<file path="src/video_pkg.sv">
package video_pkg;

	////////////////////////////////////////////////////////////
	// Frame timing
	////////////////////////////////////////////////////////////

	// Horizontal spans in pixels
	localparam int h_active = 16;
	localparam int h_total = 24;
	localparam int h_sync_start = 18;
	localparam int h_sync_end = 20;

	// Vertical spans in lines
	localparam int v_active = 6;
	localparam int v_total = 9;
	localparam int v_sync_start = 7;
	localparam int v_sync_end = 8;

	// Counter widths for the timing generator
	localparam int h_cnt_bits = $clog2(h_total);
	localparam int v_cnt_bits = $clog2(v_total);

	////////////////////////////////////////////////////////////
	// Host address map
	////////////////////////////////////////////////////////////

	// Bank bit plus 8-bit index
	localparam int pal_addr_bits = 9;

	// Byte addresses; bit 11 picks the palette
	localparam logic [11:0] ctrl_addr = 12'h000;
	localparam logic [11:0] pal_base = 12'h800;

	// Bus data word, colour entry or control register
	typedef union packed {
		struct packed {
			logic [19:0] unused;
			logic [3:0] blue;
			logic [3:0] green;
			logic [3:0] red;
		} colour;
		struct packed {
			logic [29:0] unused;
			logic bank;
			logic video_en;
		} ctrl;
	} reg_word_u;

endpackage
</file>
<file path="src/video_ctrl.sv">
`timescale 1ns/10ps

module video_ctrl (
	input  logic clk_6md,
	input  logic rst_n,
	// Write address channel
	input  logic [11:0] awaddr,
	input  logic awvalid,
	output logic awready,
	// Write data channel
	input  logic [31:0] wdata,
	input  logic [3:0] wstrb,
	input  logic wvalid,
	output logic wready,
	// Write response channel
	output logic [1:0] bresp,
	output logic bvalid,
	input  logic bready,
	// Read address channel
	input  logic [11:0] araddr,
	input  logic arvalid,
	output logic arready,
	// Read data channel
	output logic [31:0] rdata,
	output logic [1:0] rresp,
	output logic rvalid,
	input  logic rready,
	// Palette host port
	output logic pal_we,
	output logic [video_pkg::pal_addr_bits-1:0] pal_wr_addr,
	output logic [11:0] pal_wr_data,
	output logic [video_pkg::pal_addr_bits-1:0] pal_rd_addr,
	input  logic [11:0] pal_rd_data,
	// Control register fields
	output logic bank,
	output logic video_en
);
	import video_pkg::*;

	typedef enum logic [2:0] {
		st_idle,
		st_wr_acc,
		st_wr_resp,
		st_rd_acc,
		st_rd_ram,
		st_rd_data,
		st_rd_resp
	} ctrl_state_e;

	ctrl_state_e state;

	reg_word_u wr_word;
	reg_word_u rd_word;
	logic wr_fire;
	logic rd_fire;
	logic wr_is_pal;
	logic wr_is_ctrl;
	logic rd_sel_pal;
	logic rd_sel_ctrl;

	////////////////////////////////////////////////////////////
	// Address decode and write data
	////////////////////////////////////////////////////////////

	// AW and W are taken on the same edge
	assign wr_fire = awvalid & awready & wvalid & wready;
	assign rd_fire = arvalid & arready;

	assign wr_is_pal = awaddr[11] == pal_base[11];
	assign wr_is_ctrl = awaddr == ctrl_addr;

	// Full-word writes only, byte strobes not decoded
	assign wr_word = wdata;

	// RAM write lands on the accepting edge
	assign pal_we = wr_fire & wr_is_pal;
	assign pal_wr_addr = awaddr[pal_addr_bits+1:2];
	assign pal_wr_data = {wr_word.colour.blue, wr_word.colour.green, wr_word.colour.red};

	// Always OKAY
	assign bresp = 2'b00;
	assign rresp = 2'b00;

	////////////////////////////////////////////////////////////
	// Handshake FSM
	////////////////////////////////////////////////////////////

	always_ff @(posedge clk_6md) begin
		if (!rst_n) begin
			state <= st_idle;
			awready <= 1'b0;
			wready <= 1'b0;
			arready <= 1'b0;
			bvalid <= 1'b0;
			rvalid <= 1'b0;
			bank <= 1'b0;
			video_en <= 1'b0;
		end else begin
			case (state)
				st_idle: begin
					// Writes win when both channels wait
					if (awvalid && wvalid) begin
						awready <= 1'b1;
						wready <= 1'b1;
						state <= st_wr_acc;
					end else if (arvalid) begin
						arready <= 1'b1;
						state <= st_rd_acc;
					end
				end
				st_wr_acc: begin
					if (wr_fire) begin
						awready <= 1'b0;
						wready <= 1'b0;
						bvalid <= 1'b1;
						state <= st_wr_resp;
						// Control view of the same word
						if (wr_is_ctrl) begin
							bank <= wr_word.ctrl.bank;
							video_en <= wr_word.ctrl.video_en;
						end
					end
				end
				st_wr_resp: begin
					// Hold until the master takes it
					if (bready) begin
						bvalid <= 1'b0;
						state <= st_idle;
					end
				end
				st_rd_acc: begin
					if (rd_fire) begin
						arready <= 1'b0;
						state <= st_rd_ram;
					end
				end
				// RAM samples the read address
				st_rd_ram: state <= st_rd_data;
				st_rd_data: begin
					rvalid <= 1'b1;
					state <= st_rd_resp;
				end
				st_rd_resp: begin
					if (rready) begin
						rvalid <= 1'b0;
						state <= st_idle;
					end
				end
				default: state <= st_idle;
			endcase
		end
	end

	////////////////////////////////////////////////////////////
	// Read path
	////////////////////////////////////////////////////////////

	// Read address and target captured at acceptance
	always_ff @(posedge clk_6md) begin
		if (rd_fire) begin
			pal_rd_addr <= araddr[pal_addr_bits+1:2];
			rd_sel_pal <= araddr[11] == pal_base[11];
			rd_sel_ctrl <= araddr == ctrl_addr;
		end
	end

	// Unmapped addresses read as zero
	always_comb begin
		rd_word = '0;
		if (rd_sel_pal) begin
			rd_word.colour.red = pal_rd_data[3:0];
			rd_word.colour.green = pal_rd_data[7:4];
			rd_word.colour.blue = pal_rd_data[11:8];
		end else if (rd_sel_ctrl) begin
			rd_word.ctrl.bank = bank;
			rd_word.ctrl.video_en = video_en;
		end
	end

	// Loaded together with rvalid
	always_ff @(posedge clk_6md) begin
		if (state == st_rd_data) begin
			rdata <= rd_word;
		end
	end

endmodule

</file>
<file path="config.mk">
export PLATFORM = sky130hd
export DESIGN_NAME = video_ctrl
export DESIGN_NICKNAME = d
export VERILOG_FILES = /design/src/video_pkg.sv /design/src/video_ctrl.sv
export SDC_FILE = /design/constraint.sdc
export NUM_CORES = 1
export LEC_CHECK = 0
export BUFFER_PORTS_ARGS = -buffer_cell sky130_fd_sc_hd__buf_2
export CAP_MARGIN = 25
export CORE_UTILIZATION = 37
export CTS_CLUSTER_DIAMETER = 120
export DETAILED_ROUTE_END_ITERATION = 6
export PLACE_DENSITY = 0.8
export SYNTH_ARGS = -nofsm -noshare
export SYNTH_HDL_FRONTEND = slang
export SYNTH_SLANG_ARGS = --single-unit
</file>
<file path="constraint.sdc">
create_clock -name clk_6md -period 2.6 [get_ports clk_6md]
set_input_delay 0.52 -clock clk_6md [delete_from_list [all_inputs] [get_ports clk_6md]]
set_output_delay 0.52 -clock clk_6md [all_outputs]
set_load 0.02 [all_outputs]
</file>
Word-level counts from Yosys, hierarchy flattened. Cells that the tools add are included.

Register bits after elaboration: 32. Latch bits: 0. RAM bits: 0. Bits in read-only memories: 0. Output and inout bits: 74. Word-level logic and storage cells: 66. Memories: 0.

Add/subtract/negate cells: 0. Multiply operators: 0. Divide/modulo/power cells: 0. Magnitude comparators: 0. Eq/ne operators: 14. Shift operators: 0. Muxes and demuxes: 21. Bitwise gates (word level): 5. Reduce and logical (&&, ||, !) cells: 14.

Operators with widths (count): logical NOT 12 bit (2); one-hot mux 3 bit (7 select lines) (1); two-way mux 3 bit (6); inequality test 2 bit, second input constant (7); equality test 3 bit, second input constant (3); AND reduction 3 bit (3); two-way mux 1 bit (8); one-hot mux 1 bit (2 select lines) (4); nonzero test 2 bit (4); equality test 3 x 2 -> 1 bit, second input constant (2); AND 1 bit (5); AND reduction 5 bit (1); two-way mux 2 bit (2); AND reduction 4 bit (1); equality test 3 x 1 -> 1 bit, second input constant (1); logical NOT 3 bit (1); inequality test 3 bit, second input constant (1); AND reduction 2 bit (1); logical AND 1 bit (1).

Depth between registers and ports, before layout.
Depth after elaboration: 5. Gate-level depth with buffers: 5. Mapped depth without buffers: 4.

Worst setup path after synthesis. Ideal clock, no wire load.

Kind: reg-to-reg. From: register state[2]. To: register rdata[0] (enable). Library setup time: 0.396 ns. Data arrival time: 1.521 ns. Setup slack: 0.683 ns. Stages on the path, launching flop included: 4. Buffers on the path: 1. Clock period less this slack: 1.917 ns. Cell sequence: dfxtp_1 clkbuf_1 inv_1 nor3_1.

Longest elaborated chain between the ends: 1.

RTL lines: start, declared (RTL line video_ctrl.sv:50) `ctrl_state_e state;`; start signal, assigned (RTL line video_ctrl.sv:90) `state <= st_idle;`; start signal, assigned (RTL line video_ctrl.sv:105) `state <= st_wr_acc;`; start signal, assigned (RTL line video_ctrl.sv:108) `state <= st_rd_acc;`; equality test 3 bit (RTL line video_ctrl.sv:182) `if (state == st_rd_data) begin`; end signal, assigned (RTL line video_ctrl.sv:183) `rdata <= rd_word;`; end, declared (RTL line video_ctrl.sv:24) `output logic [31:0] rdata,`.

No other way between the ends. A chain may end at the register's enable or synchronous reset.

Final worst setup path.
From: register state[0]. To: register rdata[0] (enable).

The elaborated chain is that of the path after synthesis.

==> summary.md <==
| Metric | Value |
|---|---|
| Run status | finished, final reports clean |
| Hold Vio Cnt, Final | 0 |
| Clock Sinks | 32 |
| Initial drt markers | 60 |
| Ant diodes | 0 |
| Sequence of cells on the critical path | inv_1 > nor3_2 |
| Number of maximum-capacitance violations | 0 |
| Largest net degree at the start of global routing | 15 |
| Area of the die | approximately 4800 um^2 |
| Clock slew at reported path FFs | roughly 0.060 ns |
| Seq cells post-synth | 32 |
| Wire length of the first global-routing pass | about 4800 um |
| Total power draw | approximately 1100 uW |
| Sequential element share of the synthesized area | roughly half |
| Top-level port count | about 150 |
| Max-slew headroom at the worst pin | about two fifths |
| Cell Area, Synth | about 1700 um^2 |
| Global route overflow | 0 |
| Post-route standard cell area excluding fillers | roughly 2000 um^2 |
| Static power due to leakage | 0.0008878 uW |
| Effective utilization at floorplan | 38.68% |
| Total detailed-routing wirelength | a little over 3000 um |
| Ys async rst share | 0% |
| Routed len/inst | ~11 um |
| Synthesized area per cell | around 11 um^2 |
| Leading register cell type out of synthesis | sky130_fd_sc_hd__edfxtp_1 |
| Delay of the slowest cell on the worst path | approximately 0.73 ns |
| Worst slack at placement | just over 0.8 ns |
| Setup repair after global routing missed its margin | false |
| Source-to-sink clock delay at the later pin of the worst-skew pair | roughly 0.27 ns |
| Root Driver | sky130_fd_sc_hd__clkbuf_8 |
| CTS H-Tree Depth | 2 |
| Areal power density over the cells | around 560 nW/um^2 |
| Vias per cell | between 4 and 5 |
| Highest achievable clock rate | 0.5682 GHz |
| Critical path endpoint category | register |
| Hold crit path type | in -> reg |
| Number of pins with negative max-slew slack in the final report | 0 |
| Setup TNS | 0 ns |
| Standard cell area after detailed placement | roughly 1900 um^2 |
| Input/output buffers | 84 |
| Worst-case register-to-register setup slack | 0.84 ns |
| Yosys warnings | 0 |
| Sequential standard cell area | 870.8 um^2 |
| Worst Path Required | approximately 2.5 ns |
| CTS resizes | 0 |
| Count of cell types in the netlist | 30 |
| Setup WS post-layout | between 0.8 and 0.9 ns |
| Sort of element at the start of the critical path | register |
| Number of placed instances with taps included | about 270 |
| Slowest stage cell on the critical path | sky130_fd_sc_hd__nor3_2 |
| RD Place Congestion | about 0.81 |
| Layout overhead on the synthesized area | 17.31% |
| Cell type group with the largest total delay on the critical path | simple AND/OR/NAND/NOR gates |
| DIE HEIGHT | 69.47 um |
| Peak supply drop | 0.1597 mV |
| Overall die width | between 60 and 70 um |
| Remaining DRCs | 0 |
| Area of the multi-input gates | about 520 um^2 |
| Post-layout minimum cycle time | 1.760 ns |
| Critical path class | reg -> reg |
| Final setup vio count | 0 |
| Tightest Pin Transition | 0.8749 ns |
| Largest fanout on the critical path | 12 |
| CORE AREA | approximately 4400 um^2 |
| Number of flops mapped to enable cells by yosys | 23 |
| TritonCTS Buffers | 5 |
| Largest buffer count on any clock path | 2 |
| WP buf/inv | 1 |
| Layout Skew | 0.005100 ns |
| Total track usage | around an eighth |
| Clock tree from TritonCTS | yes |
| Hold Buf Count CTS | 0 |
| Filler Cell Count | a little over 400 |
| Final net count | between 300 and 400 |
| Final cycle utilization of the critical path | approximately two thirds |
| Row cnt | 24 |
| Ratio of cells with drive above 1 in the final layout | approximately 42% |
| Router iterations before antenna repair | 4 |
| Post-route non-filler standard cell count | about 280 |
| Detailed-placement wirelength estimate | roughly 2400 um |
| Number of buffers inserted to repair setup after CTS | 0 |
| Final antenna-violating net count | 0 |
| Number of instances in the synthesized netlist | 160 |
| Data arrival time of the worst path | 1.65 ns |
| Initial antenna violation count | 0 |
| Number of vias after detailed routing | 1242 |
| Number of global-route vias before repair | 1093 |
## power by group
| part | internal [uW] | switching (uW) | leakage (uW) |
|---|---|---|---|
| clock | 187 | 160 | 0.0000422 |
| combinational | 62.2 | 115 | 0.000563 |
| sequential | 567 | 23.9 | 0.000282 |
## placed cells by master, fill, tap and decap left out, types with 2 or more instances in the layout
cell / Yosys / routed
sky130_fd_sc_hd__a211oi_1: 2 / 2
sky130_fd_sc_hd__a21oi_1: 6 / 6
sky130_fd_sc_hd__a31oi_1: 2 / 2
sky130_fd_sc_hd__and2_1: 11 / 11
sky130_fd_sc_hd__buf_2: 2 / 84
sky130_fd_sc_hd__clkbuf_1: 3 / 2
sky130_fd_sc_hd__clkbuf_8: 0 / 5
sky130_fd_sc_hd__conb_1: 1 / 24
sky130_fd_sc_hd__dfxtp_1: 9 / 9
sky130_fd_sc_hd__edfxtp_1: 23 / 23
sky130_fd_sc_hd__inv_1: 6 / 6
sky130_fd_sc_hd__mux2i_1: 2 / 2
sky130_fd_sc_hd__nand2_1: 12 / 12
sky130_fd_sc_hd__nand2b_1: 2 / 2
sky130_fd_sc_hd__nor2_1: 5 / 5
sky130_fd_sc_hd__nor3_1: 3 / 2
sky130_fd_sc_hd__nor4_1: 6 / 6
sky130_fd_sc_hd__o21ai_0: 6 / 6
sky130_fd_sc_hd__o221ai_1: 2 / 2
## per-layer routing
| layer | global-route usage, % | up-vias | wire (um) |
|---|---|---|---|
| met2 | 21.57 | 76 | 1542 |
| met5 | 0 | - | 0 |
| li1 | - | 608 | - |
| met4 | 5.669 | 0 | 17 |
| met3 | 5.959 | 2 | 329 |
| met1 | 13.98 | 556 | 1158 |
## flip-flops by register name (all words and copies together), names as in the netlist
name,cells
rd_sel_ctrl,1
bvalid,1
state,3
video_en,1
pal_rd_addr,9
rvalid,1
rdata,12
rd_sel_pal,1
bank,1
arready,1
wready,1
## area by class of cell
| type | count | area share (%) |
|---|---|---|
| sequential | 32 | 44.08 |
| multi-input combinational | 94 | 26.09 |
| timing repair buffer | 84 | 21.28 |
| clock buffer | 7 | 3.863 |
| tap | 52 | 3.293 |
| inverter | 6 | 1.140 |
| clock inverter | 1 | 0.2533 |
## cell usage after synthesis, types with 3 or more instances
cell type | n | share of area [%]
sky130_fd_sc_hd__inv_1 | 6 | 1.3
sky130_fd_sc_hd__o21ai_0 | 6 | 1.8
sky130_fd_sc_hd__nand2_1 | 12 | 2.7
sky130_fd_sc_hd__dfxtp_1 | 9 | 11
sky130_fd_sc_hd__edfxtp_1 | 23 | 41
sky130_fd_sc_hd__and2_1 | 11 | 4.1
sky130_fd_sc_hd__nor3_1 | 3 | 0.89
sky130_fd_sc_hd__buf_4 | 46 | 21
sky130_fd_sc_hd__clkbuf_1 | 3 | 0.67
sky130_fd_sc_hd__nor4_1 | 6 | 2.2
sky130_fd_sc_hd__a21oi_1 | 6 | 1.8
sky130_fd_sc_hd__nor2_1 | 5 | 1.1
## kinds of logic after synthesis
family	Yosys count	share of synthesized area, %
AOI/OAI and AO/OA	21	7.504
buffers and inverters	57	23.11
DFF	32	51.71
muxes	2	1.189
other	1	0.2227
and+or+nand+nor	47	16.27
## per-stage QoR
step,utilization (%),hold WS [ns]
final,45.37,0.4382
after floorplan,-,0.5302
after detailed placement,43.51,0.4576
after global placement,43.51,0.4501
after global routing,45.37,0.4218
after CTS,45.37,0.4273
## worst paths after layout
kind / end / cells after the start / from
worst max-delay path: rdata[0]$_DFFE_PP_ / 2 / state[0]$_SDFFE_PN0P_
worst min-delay path: pal_rd_addr[4]$_DFFE_PP_ / 1 / araddr[6]
worst max register to register: rdata[0]$_DFFE_PP_ / 2 / state[0]$_SDFFE_PN0P_
worst min register to register: bvalid$_SDFFE_PN0P_ / 2 / bvalid$_SDFFE_PN0P_
Note: power is estimated with default switching activity, not from simulation.
