File: src/video_pkg.sv
package video_pkg;

	////////////////////////////////////////////////////////////
	// Frame timing
	////////////////////////////////////////////////////////////

	// Horizontal spans in pixels
	localparam int h_active = 16;
	localparam int h_total = 24;
	localparam int h_sync_start = 18;
	localparam int h_sync_end = 20;

	// Vertical spans in lines
	localparam int v_active = 6;
	localparam int v_total = 9;
	localparam int v_sync_start = 7;
	localparam int v_sync_end = 8;

	// Counter widths for the timing generator
	localparam int h_cnt_bits = $clog2(h_total);
	localparam int v_cnt_bits = $clog2(v_total);

	////////////////////////////////////////////////////////////
	// Host address map
	////////////////////////////////////////////////////////////

	// Bank bit plus 8-bit index
	localparam int pal_addr_bits = 9;

	// Byte addresses; bit 11 picks the palette
	localparam logic [11:0] ctrl_addr = 12'h000;
	localparam logic [11:0] pal_base = 12'h800;

	// Bus data word, colour entry or control register
	typedef union packed {
		struct packed {
			logic [19:0] unused;
			logic [3:0] blue;
			logic [3:0] green;
			logic [3:0] red;
		} colour;
		struct packed {
			logic [29:0] unused;
			logic bank;
			logic video_en;
		} ctrl;
	} reg_word_u;

endpackage
File: src/video_timing.sv
`timescale 1ns/10ps

module video_timing (
	input  logic clk_6md,
	input  logic rst_n,
	output logic raw_sync,
	output logic raw_en
);
	import video_pkg::*;

	logic [h_cnt_bits-1:0] h_cnt;
	logic [v_cnt_bits-1:0] v_cnt;
	logic h_last;
	logic v_last;
	logic h_in_sync;
	logic v_in_sync;

	////////////////////////////////////////////////////////////
	// Pixel and line counters
	////////////////////////////////////////////////////////////

	assign h_last = h_cnt == h_cnt_bits'(h_total - 1);
	assign v_last = v_cnt == v_cnt_bits'(v_total - 1);

	// Line counter steps once per wrap of the pixel counter
	always_ff @(posedge clk_6md) begin
		if (!rst_n) begin
			h_cnt <= '0;
			v_cnt <= '0;
		end else if (h_last) begin
			h_cnt <= '0;
			if (v_last) begin
				v_cnt <= '0;
			end else begin
				v_cnt <= v_cnt + 1'b1;
			end
		end else begin
			h_cnt <= h_cnt + 1'b1;
		end
	end

	////////////////////////////////////////////////////////////
	// Raw sync and enable
	////////////////////////////////////////////////////////////

	// Active area starts at count zero
	assign raw_en = (h_cnt < h_cnt_bits'(h_active)) && (v_cnt < v_cnt_bits'(v_active));

	// Sync spans are half open
	assign h_in_sync = (h_cnt >= h_cnt_bits'(h_sync_start))
		&& (h_cnt < h_cnt_bits'(h_sync_end));
	assign v_in_sync = (v_cnt >= v_cnt_bits'(v_sync_start))
		&& (v_cnt < v_cnt_bits'(v_sync_end));

	// Whole lines of the vertical span read as sync
	assign raw_sync = h_in_sync | v_in_sync;

endmodule

File: config.mk
export PLATFORM = sky130hd
export DESIGN_NAME = video_timing
export DESIGN_NICKNAME = d
export VERILOG_FILES = /design/src/video_pkg.sv /design/src/video_timing.sv
export SDC_FILE = /design/constraint.sdc
export NUM_CORES = 1
export LEC_CHECK = 0
export ABC_AREA = 1
export BUFFER_PORTS_ARGS = -buffer_cell sky130_fd_sc_hd__buf_4
export CORE_AREA = 3 3 40 42
export DETAILED_ROUTE_END_ITERATION = 7
export DIE_AREA = 0 0 43 45
export HOLD_SLACK_MARGIN = 0.02
export PLACE_DENSITY = 0.51
export SYNTH_ARGS = -nofsm -noshare
export SYNTH_HDL_FRONTEND = slang
export SYNTH_SLANG_ARGS = --single-unit
export TNS_END_PERCENT = 10
File: constraint.sdc
create_clock -name clk_6md -period 2.5 [get_ports clk_6md]
set_clock_uncertainty 0.2 [all_clocks]
set_input_delay 0 -clock clk_6md [delete_from_list [all_inputs] [get_ports clk_6md]]
set_output_delay 0 -clock clk_6md [all_outputs]
set_load 0.005 [all_outputs]
Yosys cells after proc, flatten, opt, wreduce, memory -nomap -nowiden
Cells that the tools add are included.
Widths: inputs -> output; s select.
- register bits: 9
- bits in latches: 0
- RAM bits: 0
- memory bits (read-only): 0
- input port bits: 2
- output and inout port bits: 2
- word-level logic and storage cells: 19
- memories kept: 0
- $add $sub $neg: 2
- multiply operators: 0
- divide/modulo/power cells: 0
- order comparisons: 6
- equality and inequality tests: 2
- shift operators: 0
- multiplexer cells: 1
- bitwise operators: 2
- reductions and logical operators: 4
- operators with widths (kind ; number):
    $lt 5x5->1 const B ; 2
    $add 5x1->5 const B ; 1
    $eq 5x5->1 const B ; 1
    $ge 5x5->1 const B ; 1
    $add 4x1->4 const B ; 1
    $eq 4x4->1 const B ; 1
    $ge 4x3->1 const B ; 1
    $lt 4x3->1 const B ; 1
    $lt 4x4->1 const B ; 1
    $mux 4 ; 1
    $logic_and 1x1->1 ; 3
    $reduce_or 2->1 ; 1
    $not 1->1 ; 1
    $or 1x1->1 ; 1

Depth between registers and ports, before layout
Gate-level depths: netlist (run 1).
- word-level depth: 3
- gate-level depth with buffers: 7
- mapped depth without buffers: 7

Worst setup path before layout (run 1)
OpenSTA, ideal clock, no wires.
- kind: register -> register
- start point: register h_cnt[0]
- end point: register v_cnt[0]
- library setup time: 116 ps
- arrival time: 958 ps
- required time: 2184 ps
- path slack: 1226 ps
- cell stages (with the launch flop): 6
- path buffers: 0
- period minus slack after synthesis: 1274 ps
- path through: dfxtp_1 > ha_1 > nand2_2 > nor2_4 > nand2_1 > nor3b_2
- word-level cells in the longest chain between the ends: 1
- ends and longest elaborated chain (what ; RTL line ; RTL):
    start, declared ; video_timing.sv:11 ; logic [h_cnt_bits-1:0] h_cnt;
    start signal, assigned ; video_timing.sv:38 ; h_cnt <= h_cnt + 1'b1;
    $eq 5x5->1 ; video_timing.sv:22 ; assign h_last = h_cnt == h_cnt_bits'(h_total - 1);
    end signal, assigned ; video_timing.sv:35 ; v_cnt <= v_cnt + 1'b1;
    end, declared ; video_timing.sv:12 ; logic [v_cnt_bits-1:0] v_cnt;
No other way between the ends.
A chain may end at the register's enable or synchronous reset.

Final worst setup path (run 1)
- start point: register v_cnt[0]
- end point: output raw_sync
- word-level cells in the longest chain between the ends: 3
- elaborated cells on any way between the ends: 4
- those cells by class: order compare (2); bitwise (1); reduce/logical (1)
- ends and longest elaborated chain (what ; RTL line ; RTL):
    $ge 4x3->1 / $lt 4x4->1 (equally long branches) ; video_timing.sv:52, video_timing.sv:53 ;
    $logic_and 1x1->1 * ; video_timing.sv:53 ; && (v_cnt < v_cnt_bits'(v_sync_end));
    $or 1x1->1 * ; video_timing.sv:56 ; assign raw_sync = h_in_sync | v_in_sync;
    end, declared ; video_timing.sv:6 ; output logic raw_sync,
Every way passes the cells marked *; elsewhere a longest branch is shown, timed or not.

==> results.txt, run 1 <==
----------------------------------------------------
[Clocking]
  Buffer levels on the longest clock path ... 2
  Sinks on Clock Net ... 9
  Inserted Clock Buffers ... 3
  Post-CTS Setup Bufs ... 0
  Clock slew seen by the registers of the worst setup and hold paths ... approximately 60 ps
  Clk_lat worst skew ... 260 ps
  H-tree levels ... 1
  Clock tree root buffer cell ... sky130_fd_sc_hd__clkbuf_4
  Hold buffer count at CTS ... 1
  Number of resized instances in the post-cts repair step ... 0
  TritonCTS clock tree ... yes

[Power]
  Net switching power ... roughly 63 uW
  Internal cell power ... between 200 and 250 uW
  Clk pwr share ... between 40% and 50%
  Design Power ... about 280 uW
  Switching fraction of total power ... 22.6%
  Power per cell area ... ~530 mW/mm2
  Leak pwr ... between 0.2 and 0.25 nW
  Maximum ir drop on the vdd rail ... around 0.31 mV
  Combinational share of power ... between 5 and 6%
  Sequential share of power ... between 50% and 60%

[Global route]
  Total congestion overflow after global routing ... 0
  Largest net degree at the start of global routing ... 7
  Overall fraction of global-route tracks in use ... a little over a tenth
  Initial antenna violation count ... 0
  Number of global-route vias before repair ... ~330
  Wire length of the first global-routing pass ... approximately 1.4 mm

[Job]
  Count of maximum capacitance violations ... 0

[STA]
  Final hold vios ... 0
  Share of the cycle needed by the critical path after routing ... approximately three fifths
  Worst-margin pin slew ... ~230 ps
  Shortest clock period the worst path allows after layout ... between 1000 and 1500 ps
  Max-Slew Margin vs Limit ... approximately 85%
  Maximum clock frequency ... about 690 MHz
  RSZ-0062 raised after global routing ... false
  Number of max-slew violations in the final report ... 0
  Summed negative setup slack over all endpoints ... 0 ps
  Final hold slack ... 247 ps
  Setup-violating endpoint count in the final report ... 0

[Logic synthesis]
  Fraction of synthesis flops using an asynchronous set or reset pin ... 0%
  Share of the synthesized area in the top cell type ... a little over 40%
  Area contributors post-synth ... sky130_fd_sc_hd__dfxtp_1, sky130_fd_sc_hd__nand2_1, sky130_fd_sc_hd__inv_1
  Syn Inst Count ... 60
  Post-synthesis sequential area ratio ... 40.3%
  Syn Nets ... 64
  Mapped Avg Cell Area ... about 7.4 um2
  Library cell with the largest summed area after synthesis ... sky130_fd_sc_hd__dfxtp_1
  Post-synthesis register bit count ... 9
  Number of synthesized flops with an enable pin ... 0
  Most numerous cell types in the synthesized netlist ... sky130_fd_sc_hd__nand2_1, sky130_fd_sc_hd__inv_1, sky130_fd_sc_hd__nor2_1
  Post-Synthesis Cell Area ... around 450 um2
  Cell with the most instances after synthesis ... sky130_fd_sc_hd__nand2_1
  Yosys warning count ... 0
  Cell variety after synth ... 16
  Synth Flop Type ... sky130_fd_sc_hd__dfxtp_1

[Die]
  Total die area ... 0.00194 mm2
  Horizontal extent of the die ... 43 um
  Number of standard-cell rows in the floorplan ... 13
  Chip Height ... 45 um
  Floorplan Core Area ... around 0.0013 mm2
  Initial standard-cell utilization of the core ... 34.8%
  Number of placed I/O pins ... 4

[Critical path]
  R2R cell count ... 6
  Maximum single-stage delay on the critical path ... roughly 440 ps
  Crit-path leading delay family ... flip-flops
  R2R setup slack ... between 1000 and 1500 ps
  Crit path max-delay cell type ... sky130_fd_sc_hd__dfxtp_1
  Largest fanout on the critical path ... 6
  Data required time of the worst path ... 2300 ps
  CP arrival ... ~1300 ps
  Worst R2R End ... v_cnt[3]$_SDFFE_PN0N_
  CP Capture Type ... output port
  R2r startpoint ... h_cnt[1]$_SDFF_PP0_
  Critical path startpoint category ... register
  Ordered cell list for the critical path ... ha_1 > nand3_1 > o31ai_1 > buf_4
  Crit Path Class ... reg2out
  Buffers & Inverters on Critical Path ... 1

[Finish]
  Area Overhead vs Synth ... 17.4%
  Number of nets in the layout ... 73
  Layout cells sized above 1 ... 14.7%
  Design Area, Final ... between 500 and 600 um2
  Count of inserted antenna diode cells ... 0
  Utilization after layout ... between 40% and 50%

[Status]
  Run status ... finished clean

[Min path]
  Worst Min Path Start ... h_cnt[0]$_SDFF_PP0_
  Number of cells traversed by the worst hold path ... 1
  Class of the worst hold path ... reg2reg
  Worst hold path endpoint ... h_cnt[0]$_SDFF_PP0_

[Placed design]
  Count of input and output buffers ... 3
  Placer congestion estimate ... 0.728
  Detailed Place HPWL ... 615 um
  Instance area after placement ... between 400 and 500 um2

[Drt]
  Drt wl/cell ... a little over 10 um
  Per-cell via count in the routed design ... roughly 4.7
  Detailed-route wire length ... about 840 um
  Detailed-route DRC error count ... 0
  Number of antenna-violating nets in the routed design ... 0
  Number of DRC markers in iteration 0 ... 11
  1st-pass router iterations ... 5
  Detailed-route via count ... 390

----------------------------------------------------
## cells by family (layout without fill, tap and decap cells)
| kind of cell | after synthesis | in the layout | share of synthesized area (%) |
|---|---|---|---|
| xor+xnor | 2 | 2 | 3.92 |
| flops | 9 | 9 | 40.3 |
| simple gates | 32 | 32 | 35.0 |
| fa+ha+maj | 2 | 2 | 5.60 |
| compound gates | 5 | 5 | 6.72 |
| buf+inv | 10 | 18 | 8.40 |
## power by group through the flow
stage                     logic, mW  clock network (mW)  registers [mW]
final                        0.0152               0.112           0.151
after global routing         0.0175               0.128           0.152
after CTS                    0.0155               0.120           0.151
after detailed placement     0.0141                   0           0.154
after global placement       0.0142                   0           0.154
after floorplan             0.00972                   0           0.154
## stage by stage
stage	cells	setup slack, ps
4_1_cts	83	1020
3_5_place_dp	78	1080
6_report	83	1040
5_1_grt	83	939
3_3_place_gp	78	1090
2_1_floorplan	60	1230
## placed cells by master, fill, tap and decap left out
master                          Yosys  final
sky130_fd_sc_hd__o31ai_1            1      1
sky130_fd_sc_hd__ha_1               2      2
sky130_fd_sc_hd__clkbuf_1           0      1
sky130_fd_sc_hd__dfxtp_1            9      9
sky130_fd_sc_hd__xor2_1             2      2
sky130_fd_sc_hd__nor3b_2            1      1
sky130_fd_sc_hd__dlygate4sd3_1      0      1
sky130_fd_sc_hd__nand4_1            2      2
sky130_fd_sc_hd__buf_4              0      3
sky130_fd_sc_hd__nor2_1            10     10
sky130_fd_sc_hd__nor2_4             1      1
sky130_fd_sc_hd__a211oi_1           1      1
sky130_fd_sc_hd__nand3_1            5      5
sky130_fd_sc_hd__inv_1             10     10
sky130_fd_sc_hd__clkbuf_4           0      3
sky130_fd_sc_hd__nand2_2            1      1
sky130_fd_sc_hd__o21ai_0            1      1
sky130_fd_sc_hd__nand2_1           11     11
sky130_fd_sc_hd__nand3_2            1      1
sky130_fd_sc_hd__a21oi_1            2      2
## routing by layer
metal,global-route usage (%),wire [um],up-vias
li1,-,-,207
met1,12.9,383,171
met2,14.4,385,10
met3,7.17,64,2
met4,3.61,5,0
met5,0,0,-
## worst max path at each step
stage	start	to	slack [ps]	cells after the start
6_report	v_cnt[0]$_SDFFE_PN0N_	raw_sync	1040	4
5_1_grt	v_cnt[0]$_SDFFE_PN0N_	raw_sync	940	4
4_1_cts	v_cnt[0]$_SDFFE_PN0N_	raw_sync	1020	4
3_5_place_dp	h_cnt[1]$_SDFF_PP0_	v_cnt[3]$_SDFFE_PN0N_	1080	6
3_3_place_gp	h_cnt[1]$_SDFF_PP0_	v_cnt[3]$_SDFFE_PN0N_	1090	6
2_1_floorplan	h_cnt[0]$_SDFF_PP0_	v_cnt[0]$_SDFFE_PN0N_	1230	5
## sequential cells by signal (all words and copies together) (netlist names)
signal  cells
h_cnt       5
v_cnt       4
## layout make-up
cell class / count / area (um2)
Tap cell: 15 / 18.8
Fill cell: 140 / 761
Timing Repair Buffer: 4 / 32.5
Clock buffer: 4 / 26.3
Inverter: 10 / 37.5
Sequential cell: 9 / 180
Multi-Input combinational cell: 41 / 229
(Power assumes the default switching activity.)
==> run 2, diff against run 1 <==
Settings changed: PLACE_DENSITY 0.51 to 0.53.
Clock period 2.5 ns to 1.2 ns, I/O delays scaled along.
==> run 2 against run 1 <==
The run now ends with setup timing left. Clock-buffer cell count is the same. Final area grew 33%. Via count grew 12%. Sequential share of layout area shrank 6.9 points. Hold slack gained 84 ps. Sequential power grew 110%. Critical path depth is the same. Critical endpoint unchanged.
==> results.txt, run 2 (synthesis gave the netlist of run 1 again) <==
----------------------------------------------------
[Status]
  Run status ... complete, but fails checks
  Violations in the final reports ... setup timing

[Clocking]
  Clock tree root buffer cell ... sky130_fd_sc_hd__clkbuf_4
  Sinks on Clock Net ... 9
  Inserted Clock Buffers ... 3
  Buffer levels on the longest clock path ... 2
  TritonCTS clock tree ... yes
  Clk_lat worst skew ... about 250 ps
  Clock slew seen by the registers of the worst setup and hold paths ... around 60 ps
  H-tree levels ... 1

[Min path]
  Worst Min Path Start ... h_cnt[0]$_SDFF_PP0_
  Number of cells traversed by the worst hold path ... 2
  Class of the worst hold path ... reg2reg
  Worst hold path endpoint ... h_cnt[0]$_SDFF_PP0_

[Finish]
  Number of nets in the layout ... 85
  Number of flip-flops under the largest register name ... 5
  Area Overhead vs Synth ... 56.0%
  Count of non-filler cells in the finished layout ... 95
  Most common cell after layout, fill and taps aside ... sky130_fd_sc_hd__buf_4
  Footprint of the multi-input gates ... about 290 um2
  Sequential cell area ... 191 um2
  Count of inserted antenna diode cells ... 0
  Largest registers ... h_cnt: 5 flops, v_cnt: 4 flops
  Highest-count cells in the layout ignoring fill and taps ... sky130_fd_sc_hd__buf_4, sky130_fd_sc_hd__nor2_1, sky130_fd_sc_hd__nand2_1
  Count of fill cells added during filler insertion ... 121
  Layout cells sized above 1 ... 47.5%
  Reg with most FFs ... h_cnt

[Job]
  Count of maximum capacitance violations ... 0

[Power]
  Sequential share of power ... a little over half
  Combinational share of power ... under 10%
  Switching fraction of total power ... a little under a quarter
  Clk pwr share ... a little under two fifths
  Net switching power ... about 140 uW
  Internal cell power ... between 400 and 500 uW
  Power per cell area ... approximately 870 mW/mm2
  Leak pwr ... 0.324 nW
  Design Power ... 610 uW
  Maximum ir drop on the vdd rail ... around 0.66 mV

[Drt]
  Drt wl/cell ... between 10 and 15 um
  Per-cell via count in the routed design ... roughly 4.6
  Detailed-route wire length ... approximately 1000 um
  Number of DRC markers in iteration 0 ... 7
  Number of antenna-violating nets in the routed design ... 0
  Detailed-route DRC error count ... 0
  1st-pass router iterations ... 4
  Detailed-route via count ... 435

[Critical path]
  Crit Path Class ... reg2out
  Critical path startpoint category ... register
  Worst R2R End ... v_cnt[0]$_SDFFE_PN0N_
  Data required time of the worst path ... 1000 ps
  CP Capture Type ... output port
  CP arrival ... roughly 1100 ps
  Largest fanout on the critical path ... 2
  R2R cell count ... 5
  R2R setup slack ... -80 ps
  R2r startpoint ... h_cnt[0]$_SDFF_PP0_

[STA]
  Final hold vios ... 0
  Number of max-slew violations in the final report ... 0
  Shortest clock period the worst path allows after layout ... ~1300 ps
  Share of the cycle needed by the critical path after routing ... 108%
  Setup-violating endpoint count in the final report ... 7
  Worst-margin pin slew ... approximately 200 ps
  Worst-case setup margin in the final layout ... -93.7 ps
  Max-Slew Margin vs Limit ... between 80 and 90%
  Maximum clock frequency ... between 700 and 800 MHz
  RSZ-0062 raised after global routing ... true

[Placed design]
  Cell Count Post-Placement ... 85
  Detailed Place HPWL ... 649 um
  Setup WS pre-CTS ... -41.1 ps
  Placer congestion estimate ... slightly below 0.8
  Count of input and output buffers ... 3

[Global route]
  Total congestion overflow after global routing ... 0
  Overall fraction of global-route tracks in use ... around 11%
  Initial antenna violation count ... 0
  Wire length of the first global-routing pass ... ~1.5 mm
  Largest net degree at the start of global routing ... 7
  Number of global-route vias before repair ... approximately 370

[Die]
  Horizontal extent of the die ... around 43 um
  Chip Height ... 45 um
  Initial standard-cell utilization of the core ... 34.8%
  Number of placed I/O pins ... 4
  Total die area ... roughly 0.0019 mm2
  Number of standard-cell rows in the floorplan ... 13
  Floorplan Core Area ... between 0.001 and 0.0015 mm2

----------------------------------------------------
-- run 2: changes by cell type in the layout (fill, tap and decap cells not counted), sizes merged --
cell  change
buf      +12
-- run 2: power by group through the flow --
stage               Clock, mW  Combinational [mW]  Sequential, mW
global route            0.256              0.0666           0.319
detailed placement          0              0.0419           0.324
finish                  0.232              0.0596           0.318
global placement            0              0.0417           0.324
floorplan                   0              0.0225           0.324
CTS                     0.239              0.0569           0.317
-- run 2: worst max path at each step --
stage / start / end / cells past startpoint
after detailed placement: h_cnt[1]$_SDFF_PP0_ / v_cnt[0]$_SDFFE_PN0N_ / 5
after floorplan: h_cnt[1]$_SDFF_PP0_ / v_cnt[0]$_SDFFE_PN0N_ / 5
final: h_cnt[3]$_SDFF_PP0_ / raw_sync / 4
after CTS: h_cnt[3]$_SDFF_PP0_ / raw_sync / 4
after global placement: h_cnt[1]$_SDFF_PP0_ / v_cnt[3]$_SDFFE_PN0N_ / 6
after global routing: h_cnt[1]$_SDFF_PP0_ / v_cnt[0]$_SDFFE_PN0N_ / 5
-- run 2: routing by layer --
metal  vias to the layer above  part of all wire (%)  GRT usage (%)
met5                         -                     0              0
met3                         2                   3.0           2.39
met1                       195                    49           12.9
li1                        230                     -              -
met4                         0                   1.0           7.23
met2                         8                    47           18.3
-- run 2: what timing repair did --
item,CTS,global route
setup buffers,3,2
endpoints found under the setup margin,5,8
hold endpoints to repair,9,0
pin swaps,2,3
hold buffers,1,0
resized for setup,16,4
-- run 2: layout make-up --
| cell class | count | share of cell area, % |
|---|---|---|
| multi-input cells | 41 | 42.0 |
| flip-flops and latches | 9 | 27.5 |
| repair buffers | 16 | 18.7 |
| inverters | 10 | 5.39 |
| clock buffers | 4 | 3.77 |
| well taps | 15 | 2.69 |
-- run 2: critical path, stage by stage (launching register included) --
cell	delay [ps]
sky130_fd_sc_hd__dfxtp_2	330
sky130_fd_sc_hd__inv_2	70
sky130_fd_sc_hd__nand2_4	70
sky130_fd_sc_hd__o31ai_4	220
sky130_fd_sc_hd__buf_4	150
-- run 2: through the flow --
| step | cell area [um2] | utilization (%) | hold slack (ps) | TNS (ps) |
|---|---|---|---|---|
| after floorplan | 462 | - | -78.1 | 0 |
| after global placement | 556 | 43.2 | 75.1 | -41.3 |
| after detailed placement | 556 | 43.2 | 77.6 | -91.7 |
| after CTS | 667 | 51.9 | 324 | -324 |
| after global routing | 697 | 54.2 | 346 | -742 |
| final | 697 | 54.2 | 330 | -342 |
